`src/hw/dsp_ctrl_pkg.sv`:
```
/* Instruction set constants for the DSP control unit:
   field widths, T-field opcodes, decoder cycle state and load routing codes */
package dsp_ctrl_pkg;

    localparam int insn_w      = 16;
    localparam int t_w         = 5;
    localparam int short_imm_w = 9;
    localparam int do_ni_w     = 4;
    localparam int do_k_w      = 7;
    localparam int do_data_w   = 11;
    localparam int r_w         = 3;

    // Paired codes (goto, short imm, call) are listed by their even member
    typedef enum logic [t_w-1:0] {
        op_goto_ja     = 5'd0,
        op_short_imm   = 5'd2,
        op_f1_y        = 5'd6,
        op_f1_at_y     = 5'd7,
        op_long_imm    = 5'd10,
        op_ram_store   = 5'd12,
        op_do          = 5'd14,
        op_ram_load    = 5'd15,
        op_call_ja     = 5'd16,
        op_f1_store_y  = 5'd20,
        op_f1_x_y      = 5'd22,
        op_f1_load_yk  = 5'd23,
        op_goto_b      = 5'd24,
        op_if_con      = 5'd26,
        op_f1_store_a  = 5'd28
    } t_op_e;

    typedef enum logic {
        cyc_first,
        cyc_second
    } cycle_e;

    typedef enum logic [2:0] {
        dest_yaau = 3'd0,
        dest_xaau = 3'd1,
        dest_dau  = 3'd2,
        dest_sio  = 3'd3,
        dest_pio  = 3'd4,
        dest_none = 3'd7
    } dest_e;

    typedef enum logic [1:0] {
        kind_none = 2'd0,
        kind_imm  = 2'd1,
        kind_ram  = 2'd2
    } load_kind_e;

endpackage
```
`src/hw/dsp_ctrl_top.sv`:
```
/* Instruction control unit top level
   Decoder plus DO loop, interrupt and register load routing units */
`timescale 1ns/1ps

module dsp_ctrl_top (
    input  logic                             clk,
    input  logic                             rst,
    input  logic                             cen,
    input  logic [dsp_ctrl_pkg::insn_w-1:0]  rom_dout,
    input  logic                             irq,
    input  logic                             con_result,
    // Jumps and control
    output logic                             goto_ja,
    output logic                             goto_b,
    output logic                             call_ja,
    output logic                             pc_halt,
    output logic                             con_check,
    output logic                             irq_start,
    output logic                             iack,
    output logic                             fault,
    // Instruction fields
    output logic [dsp_ctrl_pkg::r_w-1:0]     r_field,
    output logic [1:0]                       y_field,
    output logic [dsp_ctrl_pkg::short_imm_w-1:0] short_imm,
    output logic [dsp_ctrl_pkg::insn_w-1:0]  long_imm,
    output logic [1:0]                       inc_sel,
    output logic                             step_sel,
    output logic [1:0]                       a_field,
    output logic                             dau_dec_en,
    output logic                             ram_we,
    output logic                             post_load,
    // Register load strobes
    output logic                             short_load,
    output logic                             long_load,
    output logic                             ram_load,
    output logic                             xaau_imm_load,
    output logic                             xaau_ram_load,
    output logic                             dau_imm_load,
    output logic                             dau_ram_load,
    output logic                             sio_imm_load,
    output logic                             sio_ram_load,
    output logic                             pio_imm_load,
    output logic                             pio_ram_load,
    // DO loop
    output logic                             do_start,
    output logic                             do_out,
    output logic                             do_redo,
    output logic                             do_save,
    output logic                             do_short,
    output logic [dsp_ctrl_pkg::do_ni_w-1:0] do_pc
);
    import dsp_ctrl_pkg::*;

    logic [t_w-1:0]       t_field;
    logic                 stretch;
    load_kind_e           load_kind;
    dest_e                dest;
    logic                 do_load;
    logic [do_data_w-1:0] do_data;
    logic                 do_busy;
    logic                 loop_stall;
    logic                 irq_take;
    logic                 iret_seen;

    assign long_imm = rom_dout; // Valid in the second cycle of a long load

    insn_decoder u_dec (
        .clk(clk), .rst(rst), .cen(cen),
        .rom_dout(rom_dout), .con_result(con_result),
        .do_busy(do_busy), .loop_stall(loop_stall), .irq_take(irq_take),
        .t_field(t_field), .r_field(r_field), .y_field(y_field), .a_field(a_field),
        .short_imm(short_imm), .inc_sel(inc_sel), .step_sel(step_sel),
        .goto_ja(goto_ja), .goto_b(goto_b), .call_ja(call_ja), .pc_halt(pc_halt),
        .con_check(con_check), .irq_start(irq_start), .dau_dec_en(dau_dec_en),
        .ram_we(ram_we), .post_load(post_load), .fault(fault),
        .iret_seen(iret_seen), .stretch(stretch),
        .load_kind(load_kind), .dest(dest),
        .do_load(do_load), .do_data(do_data)
    );

    do_loop_unit u_loop (
        .clk(clk), .rst(rst), .cen(cen),
        .do_load(do_load), .do_data(do_data), .stretch(stretch),
        .do_busy(do_busy), .loop_stall(loop_stall),
        .do_start(do_start), .do_out(do_out), .do_redo(do_redo),
        .do_save(do_save), .do_short(do_short), .do_pc(do_pc)
    );

    irq_unit u_irq (
        .clk(clk), .rst(rst), .cen(cen), .irq(irq),
        .t_field(t_field), .iret_seen(iret_seen),
        .do_busy(do_busy), .stretch(stretch),
        .irq_take(irq_take), .iack(iack)
    );

    load_route u_route (
        .clk(clk), .rst(rst), .cen(cen),
        .load_kind(load_kind), .dest(dest),
        .short_load(short_load), .long_load(long_load), .ram_load(ram_load),
        .xaau_imm_load(xaau_imm_load), .xaau_ram_load(xaau_ram_load),
        .dau_imm_load(dau_imm_load), .dau_ram_load(dau_ram_load),
        .sio_imm_load(sio_imm_load), .sio_ram_load(sio_ram_load),
        .pio_imm_load(pio_imm_load), .pio_ram_load(pio_ram_load)
    );

endmodule

```
`src/hw/insn_decoder.sv`:
```
/* Instruction decoder: T-field decode, two-cycle sequencing,
   jump, RAM and F1 strobes, load routing codes and DO requests */
`timescale 1ns/1ps

module insn_decoder (
    input  logic                               clk,
    input  logic                               rst,
    input  logic                               cen,
    input  logic [dsp_ctrl_pkg::insn_w-1:0]    rom_dout,
    input  logic                               con_result,
    input  logic                               do_busy,
    input  logic                               loop_stall,
    input  logic                               irq_take,
    output logic [dsp_ctrl_pkg::t_w-1:0]       t_field,
    output logic [dsp_ctrl_pkg::r_w-1:0]       r_field,
    output logic [1:0]                         y_field,
    output logic [1:0]                         a_field,
    output logic [dsp_ctrl_pkg::short_imm_w-1:0] short_imm,
    output logic [1:0]                         inc_sel,
    output logic                               step_sel,
    output logic                               goto_ja,
    output logic                               goto_b,
    output logic                               call_ja,
    output logic                               pc_halt,
    output logic                               con_check,
    output logic                               irq_start,
    output logic                               dau_dec_en,
    output logic                               ram_we,
    output logic                               post_load,
    output logic                               fault,
    output logic                               iret_seen,
    output logic                               stretch,
    output dsp_ctrl_pkg::load_kind_e           load_kind,
    output dsp_ctrl_pkg::dest_e                dest,
    output logic                               do_load,
    output logic [dsp_ctrl_pkg::do_data_w-1:0] do_data
);
    import dsp_ctrl_pkg::*;

    cycle_e cyc;
    t_op_e  op;
    dest_e  reg_dest;
    logic   iret;
    logic   con_ok;

    assign t_field = rom_dout[15:11];
    assign stretch = (cyc == cyc_second);
    assign iret    = (rom_dout[10:8] == 3'b001);
    assign con_ok  = !con_check || con_result; // Pending if-prefix gates the jump

    // Goto, short imm and call ignore bit 0 of T
    always_comb begin
        if (t_field[4:1] == 4'b0000 || t_field[4:1] == 4'b0001 || t_field[4:1] == 4'b1000)
            op = t_op_e'({t_field[4:1], 1'b0});
        else
            op = t_op_e'(t_field);
    end

    always_comb begin
        case (rom_dout[9:7])
            3'b000:  reg_dest = dest_yaau;
            3'b001:  reg_dest = dest_xaau;
            3'b010:  reg_dest = dest_dau;
            3'b011:  reg_dest = rom_dout[6] ? dest_pio : dest_sio;
            default: reg_dest = dest_none;
        endcase
    end

    // Short immediate goes out as an immediate with no destination
    always_comb begin
        load_kind = kind_none;
        dest      = dest_none;
        if (!stretch && !irq_take) begin
            case (op)
                op_short_imm: load_kind = kind_imm;
                op_long_imm, op_ram_load: begin
                    if (reg_dest != dest_none) begin
                        load_kind = (op == op_long_imm) ? kind_imm : kind_ram;
                        dest      = reg_dest;
                    end
                end
                default: ;
            endcase
        end
    end

    always_ff @(posedge clk) begin
        if (cen) begin
            r_field   <= (op == op_short_imm) ? rom_dout[11:9] ^ 3'b100 : rom_dout[6:4];
            y_field   <= rom_dout[3:2];
            a_field   <= rom_dout[10:9];
            short_imm <= rom_dout[8:0];
            do_data   <= rom_dout[10:0];
            step_sel  <= (rom_dout[1:0] == 2'd3);
            case (rom_dout[1:0])   // Pointer post-modify
                2'd0:    inc_sel <= 2'd1;    // *rN
                2'd1:    inc_sel <= 2'd2;    // *rN++
                default: inc_sel <= 2'd0;    // *rN-- and *rN++j
            endcase
        end
    end

    always_ff @(posedge clk or posedge rst) begin
        if (rst) begin
            cyc        <= cyc_first;
            goto_ja    <= 1'b0;
            goto_b     <= 1'b0;
            call_ja    <= 1'b0;
            pc_halt    <= 1'b0;
            con_check  <= 1'b0;
            irq_start  <= 1'b0;
            dau_dec_en <= 1'b0;
            ram_we     <= 1'b0;
            post_load  <= 1'b0;
            iret_seen  <= 1'b0;
            do_load    <= 1'b0;
            fault      <= 1'b0;
        end else if (cen) begin
            cyc        <= cyc_first;
            goto_ja    <= 1'b0;
            goto_b     <= 1'b0;
            call_ja    <= 1'b0;
            pc_halt    <= 1'b0;
            con_check  <= 1'b0;
            irq_start  <= 1'b0;
            dau_dec_en <= 1'b0;
            ram_we     <= 1'b0;
            post_load  <= 1'b0;
            iret_seen  <= 1'b0;
            do_load    <= 1'b0;
            if (!stretch) begin
                if (irq_take) begin   // Vector fetch replaces the word
                    goto_ja   <= 1'b1;
                    irq_start <= 1'b1;
                    pc_halt   <= 1'b1;
                    cyc       <= cyc_second;
                end else begin
                    case (op)
                        op_goto_ja, op_call_ja, op_goto_b: begin
                            goto_ja   <= (op == op_goto_ja) && con_ok;
                            call_ja   <= (op == op_call_ja) && con_ok;
                            goto_b    <= (op == op_goto_b) && (con_ok || iret);
                            iret_seen <= (op == op_goto_b) && iret;
                            pc_halt   <= 1'b1;
                            cyc       <= cyc_second;
                            if (do_busy)
                                fault <= 1'b1;   // No jumps inside a loop
                        end
                        op_short_imm: ;          // Handled by load routing
                        op_long_imm:  cyc <= cyc_second;
                        op_ram_load, op_ram_store: begin
                            ram_we    <= (op == op_ram_store);
                            post_load <= 1'b1;
                            pc_halt   <= 1'b1;
                            cyc       <= cyc_second;
                        end
                        op_f1_y, op_f1_at_y, op_f1_x_y, op_f1_load_yk: begin
                            dau_dec_en <= 1'b1;
                            post_load  <= 1'b1;
                        end
                        op_f1_store_y, op_f1_store_a: begin
                            dau_dec_en <= 1'b1;
                            post_load  <= 1'b1;
                            ram_we     <= 1'b1;
                            pc_halt    <= 1'b1;
                            cyc        <= cyc_second;
                        end
                        op_if_con: begin
                            if (!rom_dout[10])
                                con_check <= 1'b1;
                            else
                                fault <= 1'b1;   // icall form
                        end
                        op_do:   do_load <= 1'b1;
                        default: fault   <= 1'b1;
                    endcase
                end
            end
            if (loop_stall) begin   // Loop boundary word takes two cycles
                pc_halt <= 1'b1;
                cyc     <= cyc_second;
            end
        end
    end

    a_halt_single: assert property (@(posedge clk) disable iff (rst)
        (cen && pc_halt) |=> (!pc_halt || $past(loop_stall)))
        else $error("pc_halt held for two cycles outside a loop stall");

endmodule

```
`src/hw/do_loop_unit.sv`:
```
/* DO/REDO zero-overhead loop counters
   Pass and word tracking, loop status and boundary stalls */
`timescale 1ns/1ps

module do_loop_unit (
    input  logic                               clk,
    input  logic                               rst,
    input  logic                               cen,
    input  logic                               do_load,
    input  logic [dsp_ctrl_pkg::do_data_w-1:0] do_data,
    input  logic                               stretch,
    output logic                               do_busy,
    output logic                               loop_stall,
    output logic                               do_start,
    output logic                               do_out,
    output logic                               do_redo,
    output logic                               do_save,
    output logic                               do_short,
    output logic [dsp_ctrl_pkg::do_ni_w-1:0]   do_pc
);
    import dsp_ctrl_pkg::*;

    logic [do_ni_w-1:0] ni_in;
    logic [do_ni_w-1:0] ni;
    logic [do_ni_w-1:0] ni_cnt;
    logic [do_k_w-1:0]  k_in;
    logic [do_k_w-1:0]  k;
    logic [do_k_w-1:0]  k_cnt;
    logic               one_done;   // First pass already stretched
    logic               over;
    logic               first_loop;

    assign ni_in    = do_data[do_data_w-1 -: do_ni_w];
    assign k_in     = do_data[do_k_w-1:0];
    assign do_short = do_load && (ni_in == 4'd1);
    assign do_save  = do_load && (ni_in != 4'd0);
    assign do_busy  = (k_cnt != '0);
    assign over     = (ni_cnt == ni);   // Last word of a pass
    assign do_pc    = ni_cnt;

    assign first_loop = (over && k_cnt == k && do_busy && !one_done) || do_short;
    assign do_out     = do_busy && over && (k_cnt == 7'd1) && !stretch;
    assign do_start   = first_loop && !do_redo && (k_cnt != 7'd1);
    assign loop_stall = (first_loop && !do_redo) || do_out;

    always_ff @(posedge clk or posedge rst) begin
        if (rst) begin
            ni       <= '0;
            k        <= '0;
            ni_cnt   <= '0;
            k_cnt    <= '0;
            one_done <= 1'b0;
            do_redo  <= 1'b0;
        end else if (cen) begin
            if (do_load) begin
                ni       <= (ni_in == 4'd0) ? '0 : ni_in - 4'd1;
                k        <= do_short ? k_in - 7'd1 : k_in;
                k_cnt    <= do_short ? k_in - 7'd1 : k_in;
                ni_cnt   <= (ni_in <= 4'd1) ? 4'd0 : 4'd1; // First word already fetched
                do_redo  <= (ni_in == 4'd0);
                one_done <= do_short;
            end else begin
                if (!stretch && do_busy) begin
                    ni_cnt <= over ? '0 : ni_cnt + 4'd1;
                    if (over)
                        k_cnt <= k_cnt - 7'd1;
                end
                if (loop_stall)
                    one_done <= 1'b1;
                if (do_out)
                    do_redo <= 1'b0;
            end
        end
    end

    a_start_out: assert property (@(posedge clk) disable iff (rst)
        !(do_start && do_out))
        else $error("do_start and do_out high together");

endmodule

```
`src/hw/irq_unit.sv`:
```
/* Interrupt acceptance and acknowledge tracking */
`timescale 1ns/1ps

module irq_unit (
    input  logic                         clk,
    input  logic                         rst,
    input  logic                         cen,
    input  logic                         irq,
    input  logic [dsp_ctrl_pkg::t_w-1:0] t_field,
    input  logic                         iret_seen,
    input  logic                         do_busy,
    input  logic                         stretch,
    output logic                         irq_take,
    output logic                         iack
);
    import dsp_ctrl_pkg::*;

    logic irq_ok;
    logic clr_pend;   // iret done, waiting for an interruptible word

    // Jumps, prefixes and DO cannot be split from their successor
    always_comb begin
        case (t_field)
            op_goto_ja, 5'd1, op_do, op_call_ja, 5'd17, op_goto_b, op_if_con:
                irq_ok = 1'b0;
            default:
                irq_ok = 1'b1;
        endcase
    end

    assign irq_take = irq && !do_busy && !stretch && irq_ok && !iack;

    always_ff @(posedge clk or posedge rst) begin
        if (rst) begin
            iack     <= 1'b0;
            clr_pend <= 1'b0;
        end else if (cen) begin
            if (irq_take) begin
                iack     <= 1'b1;
                clr_pend <= 1'b0;
            end else if (iret_seen) begin
                clr_pend <= 1'b1;
            end else if (clr_pend && irq_ok && !stretch) begin
                iack     <= 1'b0;
                clr_pend <= 1'b0;
            end
        end
    end

    a_take_ack: assert property (@(posedge clk) disable iff (rst)
        (cen && irq_take) |-> !iack ##1 iack)
        else $error("interrupt accepted while acknowledge pending");

endmodule

```
`src/hw/load_route.sv`:
```
/* Register load routing
   Destination and load kind to registered one-hot load strobes */
`timescale 1ns/1ps

module load_route (
    input  logic                     clk,
    input  logic                     rst,
    input  logic                     cen,
    input  dsp_ctrl_pkg::load_kind_e load_kind,
    input  dsp_ctrl_pkg::dest_e      dest,
    output logic                     short_load,
    output logic                     long_load,
    output logic                     ram_load,
    output logic                     xaau_imm_load,
    output logic                     xaau_ram_load,
    output logic                     dau_imm_load,
    output logic                     dau_ram_load,
    output logic                     sio_imm_load,
    output logic                     sio_ram_load,
    output logic                     pio_imm_load,
    output logic                     pio_ram_load
);
    import dsp_ctrl_pkg::*;

    logic is_imm;
    logic is_ram;

    assign is_imm = (load_kind == kind_imm);
    assign is_ram = (load_kind == kind_ram);

    always_ff @(posedge clk or posedge rst) begin
        if (rst) begin
            short_load    <= 1'b0;
            long_load     <= 1'b0;
            ram_load      <= 1'b0;
            xaau_imm_load <= 1'b0;
            xaau_ram_load <= 1'b0;
            dau_imm_load  <= 1'b0;
            dau_ram_load  <= 1'b0;
            sio_imm_load  <= 1'b0;
            sio_ram_load  <= 1'b0;
            pio_imm_load  <= 1'b0;
            pio_ram_load  <= 1'b0;
        end else if (cen) begin
            short_load    <= is_imm && (dest == dest_none); // Short form j, k, rb, re
            long_load     <= is_imm && (dest == dest_yaau);
            ram_load      <= is_ram && (dest == dest_yaau);
            xaau_imm_load <= is_imm && (dest == dest_xaau);
            xaau_ram_load <= is_ram && (dest == dest_xaau);
            dau_imm_load  <= is_imm && (dest == dest_dau);
            dau_ram_load  <= is_ram && (dest == dest_dau);
            sio_imm_load  <= is_imm && (dest == dest_sio);
            sio_ram_load  <= is_ram && (dest == dest_sio);
            pio_imm_load  <= is_imm && (dest == dest_pio);
            pio_ram_load  <= is_ram && (dest == dest_pio);
        end
    end

    a_onehot: assert property (@(posedge clk) disable iff (rst)
        $onehot0({short_load, long_load, ram_load, xaau_imm_load, xaau_ram_load,
                  dau_imm_load, dau_ram_load, sio_imm_load, sio_ram_load,
                  pio_imm_load, pio_ram_load}))
        else $error("more than one register load strobe active");

endmodule

```
`config.mk`:
```
export PLATFORM = sky130hd
export DESIGN_NAME = dsp_ctrl_top
export DESIGN_NICKNAME = d
export VERILOG_FILES = /design/src/hw/dsp_ctrl_pkg.sv /design/src/hw/dsp_ctrl_top.sv /design/src/hw/insn_decoder.sv /design/src/hw/do_loop_unit.sv /design/src/hw/irq_unit.sv /design/src/hw/load_route.sv
export SDC_FILE = /design/constraint.sdc
export NUM_CORES = 1
export LEC_CHECK = 0
export ABC_AREA = 1
export BUFFER_PORTS_ARGS = -buffer_cell sky130_fd_sc_hd__buf_4
export CAP_MARGIN = 25
export CORE_MARGIN = 10
export CORE_UTILIZATION = 52
export DETAILED_ROUTE_END_ITERATION = 12
export PLACE_DENSITY = 0.77
export SETUP_SLACK_MARGIN = 0.02
export SYNTH_ARGS = -nofsm -noshare
export SYNTH_HDL_FRONTEND = slang
export SYNTH_HIERARCHICAL = 1
export SYNTH_SLANG_ARGS = --single-unit
```
`constraint.sdc`:
```
create_clock -name clk -period 2.5 [get_ports clk]
set_clock_uncertainty 0.2 [all_clocks]
set_input_delay 0.125 -clock clk [delete_from_list [all_inputs] [get_ports clk]]
set_output_delay 0.125 -clock clk [all_outputs]
set_load 0.05 [all_outputs]
```
# Word-level counts from Yosys, hierarchy flattened
# Cells that the tools add are included.
totals:
  elab_cells: 243
  reg_bits: 80
op_classes:
  n_mux: 72
  n_lt_le_gt_ge: 1
  n_eq_ne: 44
  n_reduce_logical: 79
  add_sub_neg: 4
  bitwise: 4
op_table:
  columns: ["operator", "n"]
  rows:
  - ["5-bit equality test (second input constant)", 11]
  - ["1-bit 2-to-1 mux", 51]
  - ["1-bit logical AND", 33]
  - ["7-bit 2-to-1 mux", 4]
  - ["5-bit by 4-bit equality test with 1-bit output (second input constant)", 5]
  - ["4-bit 2-to-1 mux", 4]
  - ["8-bit OR reduction", 2]
  - ["3-bit 2-to-1 mux", 5]
  - ["7-bit OR reduction", 2]
  - ["7-bit by 1-bit subtractor with 7-bit output (second input constant)", 2]
  - ["3-bit by 2-bit equality test with 1-bit output (second input constant)", 4]
  - ["3-bit case mux with 4 select lines", 1]
  - ["11-bit OR reduction", 1]
  - ["5-bit by 3-bit equality test with 1-bit output (second input constant)", 2]
  - ["5-bit zero test", 2]
  - ["2-bit AND reduction", 5]
  - ["2-bit nonzero test", 5]
  - ["3-bit by 1-bit equality test with 1-bit output (second input constant)", 3]
  - ["4-bit by 1-bit equality test with 1-bit output (second input constant)", 2]
  - ["4-bit zero test", 2]
  - ["2-bit case mux with 2 select lines", 2]
  - ["7-bit by 1-bit equality test with 1-bit output (second input constant)", 1]
  - ["7-bit equality test", 1]
  - ["1-bit zero test", 7]
  - ["other kinds (29)", 47]

# Longest topological paths before layout
logic_depth:
  depth_word: 11
  ltp_mapped: 19
  ltp_nobuf: 19

# Hierarchy
# Netlist, hierarchy kept.
by_module_without_submodules:
  columns: ["mod", "cells_per_inst", "n_inst", "area_per_inst_um2", "seq_area_each_um2"]
  rows:
  - ["do_loop_unit", 251, 1, 1750.4, 600.6]
  - ["insn_decoder", 169, 1, 1572.8, 835.8]
  - ["load_route", 66, 1, 498.0, 275.3]
  - ["irq_unit", 33, 1, 180.2, 50.0]
  - ["dsp_ctrl_top", 16, 1, 120.1, 0.0]

# Worst setup path after synthesis
# Ideal clock, no wire load.
synth_path:
  path_type: "register to output"
  start: "register u_dec/a_field[1] (netlist name)"
  end: "output port do_start"
  t_required_ns: 2.175
  n_path_buf: 1
  arrival_time_ns: 2.026
  slack_ns: 0.149
  stages_incl_launch_ff: 9
  path_cell_list: "edfxtp_1 buf_4 nor2_1 nand3_2 nor2_4 inv_1 nand2_1 nand2_1 nor2_1"
synth_rtl:
  columns: ["element", "line_no", "rtl"]
  rows:
  - ["end: declaration", "dsp_ctrl_top.sv:45", "output logic do_start,"]

# Worst setup path in the final report
layout_path:
  start: "register u_loop.k_cnt[0]"
  end: "register u_route.long_load"
layout_between:
  elab_chain_cells: 11
layout_lines:
  columns: ["element", "line_no", "rtl"]
  rows:
  - ["start: declaration", "do_loop_unit.sv:28", "logic [do_k_w-1:0] k_cnt;"]
  - ["start signal: assignment", "do_loop_unit.sv:58", "k_cnt <= do_short ? k_in - 7'd1 : k_in;"]
  - ["start signal: assignment", "do_loop_unit.sv:66", "k_cnt <= k_cnt - 7'd1;"]
  - ["7-bit nonzero test", "do_loop_unit.sv:37", "assign do_busy = (k_cnt != '0);"]
  - ["net do_busy", "dsp_ctrl_top.sv:60", "logic do_busy;"]
  - ["1-bit zero test", "irq_unit.sv:31", "assign irq_take = irq && !do_busy && !stretch && irq_ok && !iack;"]
  - ["1-bit logical AND (4 in series)", "irq_unit.sv:31", null]
  - ["net irq_take", "dsp_ctrl_top.sv:62", "logic irq_take;"]
  - ["1-bit zero test", "insn_decoder.sv:73", "if (!stretch && !irq_take) begin"]
  - ["1-bit logical AND", "insn_decoder.sv:73", null]
  - ["3-bit 2-to-1 mux", "insn_decoder.sv:73", null]
  - ["net dest[0]", "dsp_ctrl_top.sv:57", "dest_e dest;"]
  - ["3-bit zero test", "load_route.sv:46", "long_load <= is_imm && (dest == dest_yaau);"]
  - ["1-bit logical AND", "load_route.sv:46", null]
  - ["end signal: assignment", "load_route.sv:46", null]
  - ["end: declaration", "load_route.sv:12", "output logic long_load,"]
# The timed path passes the listed nets, and every way through them passes these cells.
# A chain may end at the register's enable or synchronous reset.

==> results.yml <==
outcome:
  outcome: "complete, no violations"
placement:
  dpl-instance-area_sq_mm: 0.00459
  dp_cells: 684
  dp_slack_ps: -55.2
  portBuffers: 86
  gp_congestion: 0.879
  dp.final_hpwl_mm: 7.88
logic_synthesis:
  synth_top_area_frac: 0.304
  synth_area_sq_mm: 0.00412
  synthSimpleGateAreaFrac: 0.287
  synthAdderAreaFrac: 0.0152
  yosys_warnings: 6
  syn_nets: 561
  synth_commonest_cells: "nand2_1 (166), inv_1 (72), dfrtp_1 (50), nor2_1 (45), buf_4 (34)"
  synth_top_family_by_area: "simple AND/OR/NAND/NOR gates"
  syn_inst: 535
  synth.most_common_cell: "nand2_1"
  synth_xor_area_frac: 0.0170
  synth_top_flop_cell: "dfrtp_1"
  synth_cell_types: 44
  synthMuxAreaShare: 0
  ys_seq_elements: 67
  async_reset_ff_frac: 0.746
  synth_compound_area_frac: 0.0932
  synth_area_leaders: "dfrtp_1 (30%), nand2_1 (15%), edfxtp_1 (12%)"
  synth_edf_count: 17
  yosys.area.top_type: "dfrtp_1"
  syn_area_per_cell_sq_um: 7.70
  yosysSeqAreaShare: 0.427
worst_setup_path:
  crit_chain: "inv_2, ha_2, nand2_2, nor2_4, inv_1, nor2_1, nand2_1, inv_1, nand2_2, inv_4, nor2_2, nand2_2, nor2_4, nand2_1, inv_1, nand2_1, nor2_1, nand2_1, nand2_1"
  cp-start-kind: "flip-flop"
  cpMostUsedCell: "nand2_1"
  cp_slowest_cell: "dfrtp_1"
  cp-end-kind: "flip-flop"
  critical_path_class: "reg -> reg"
  crit_required_ps: 2590
  worstPathMaxFanout: 4
  critPathArrivalTime_ps: 2400
  cp_slowest_stage_delay_ps: 370
finish:
  regArea_sq_mm: 0.00176
  drive_above_1_share: 0.269
  fill_cells: 635
  diodes: 0
  final_cells: 718
  nets: 637
  design_area_sq_mm: 0.00504
  final_util: 0.652
  synthToLayoutAreaGrowth_pct: 22.2
  multi_input_area_sq_mm: 0.00173
floorplanning:
  io_pins: 87
  die_w_microns: 109
  coreArea_sq_mm: 0.00773
  start_util: 0.533
  dieArea_sq_mm: 0.0119
  die_h_microns: 109
  rows: 32
clock_network:
  htreeDepth: 3
  ctsRootBufferMaster: "clkbuf_8"
  clk_pin_slew_ps: 70
  cts_tree: "done"
  cts_buffer_depth: 2
  numCtsBuffers: 9
  insertion_delay_ps: 350
  clkSinkCount: 67
hold_path:
  hp-class: "in -> async"
sta:
  fin_crit_ps: 2320
  fmaxAchievable_mhz: 432
  slew_viol_final: 0
  relSlewSlack: 0.666
  finalHoldViolations: 0
  period_share: 0.926
  setup_violations: 0
  setup_slack_ps: 185
  worst_pin_slew_ps: 501
  setup-tns-final_ps: 0
power_and_ir_drop:
  power.density_mw_per_mm2: 808
  peakVddDrop_mv: 0.358
  power_leakage_nw: 2.62
global_route:
  grt_start_max_net_pins: 34
  grt_overflow: 0
  antenna_found_initial: 0
  grt_first_pass_wirelength_mm: 17.2
  grt_pass1_vias: 3620
  track_usage: 0.182
drt:
  drt.antenna.violating_nets: 0
  drt_first_iter_violations: 225
  via_per_inst: 5.14
  postRouteWirelength_mm: 10.6
  num_vias: 3690
  drt_first_pass_iters: 5
  wl_per_cell_microns: 14.8
  drcViolationCount: 0
run:
  maxCapViolations: 0
[flip-flops by register name, indices dropped and copies added (netlist names), 2 cells and up]
name	flops
u_loop/do_pc	4
u_loop/ni	4
u_dec/r_field	3
u_dec/inc_sel	2
u_loop/k	7
u_loop/k_cnt	7
u_dec/a_field	2
u_dec/short_imm	7
[power breakdown]
part	total [mW]	internal, mW	leakage [nW]	switching (mW)
Sequential	1.52	1.33	0.803	0.194
Combinational	1.42	0.491	1.70	0.933
Clock	1.13	0.671	0.124	0.455
Total	4.07	2.49	2.62	1.58
[worst max-delay path: cells and delay by family (launching register included)]
kind          cells  cell delay [ps]
simple gates     13             1190
flops             1              370
buf+inv           5              310
fa+ha+maj         1              180
[cell families (layout without fill, tap and decap cells)]
| kind of cell | count (synthesis) | after routing |
|---|---|---|
| DFF | 67 | 67 |
| AOI/OAI and AO/OA | 60 | 60 |
| and+or+nand+nor | 269 | 269 |
| buffers and inverters | 126 | 207 |
| xor gates and xnor gates | 8 | 8 |
| adders and majority gates | 5 | 5 |
[metrics by stage]
step                power [mW]  hold WS, ps
finish                    4.07         24.2
global route              4.31         20.5
CTS                       4.05         2.39
detailed placement        2.89         -174
global placement          2.85         -179
floorplan                 2.54         -334
[per-layer routing]
layer	track usage	part of all wire
met1	0.223	0.42
met2	0.292	0.48
met3	0.0555	0.085
met4	0.0744	0.016
met5	0	0
[placed cells by master, fill, tap and decap left out, drive strengths merged, types with 9 or more instances in the layout]
cell,instances
a21oi,11
buf,92
clkbuf,9
dfrtp,50
dlygate4sd3,15
edfxtp,17
inv,83
nand2,176
nand3,22
nor2,56
o21ai,35
[final cells by class]
| class | count | area share |
|---|---|---|
| clock inverter | 7 | 0.0248 |
| clock buffer | 9 | 0.0246 |
| timing repair buffer | 107 | 0.167 |
| inverter | 84 | 0.0658 |
| tap | 102 | 0.0253 |
| multi-input combinational | 342 | 0.343 |
| sequential | 67 | 0.350 |
[worst paths after layout]
| check | startpoint | endpoint | slack (ps) | cells past startpoint |
|---|---|---|---|---|
| max | u_loop/k_cnt[0] | u_route/long_load | 180 | 19 |
| min | rst | u_irq/clr_pend | 20 | 3 |
| max reg2reg | u_loop/k_cnt[0] | u_route/long_load | 180 | 19 |
| min reg2reg | u_dec/fault | u_dec/fault | 280 | 2 |
| max in group asynchronous | rst | u_dec/fault | 1570 | 3 |
| min in group clk | rom_dout[13] | u_dec/call_ja | 20 | 3 |
[what timing repair did]
item	4_1_cts	5_1_grt
hold endpoints to repair	71	0
pin swaps	0	2
hold buffers	15	0
resized for setup	1	12
buffers inserted	1	2
endpoints found under the setup margin	9	11
Note: power is estimated with default switching activity, not from simulation.
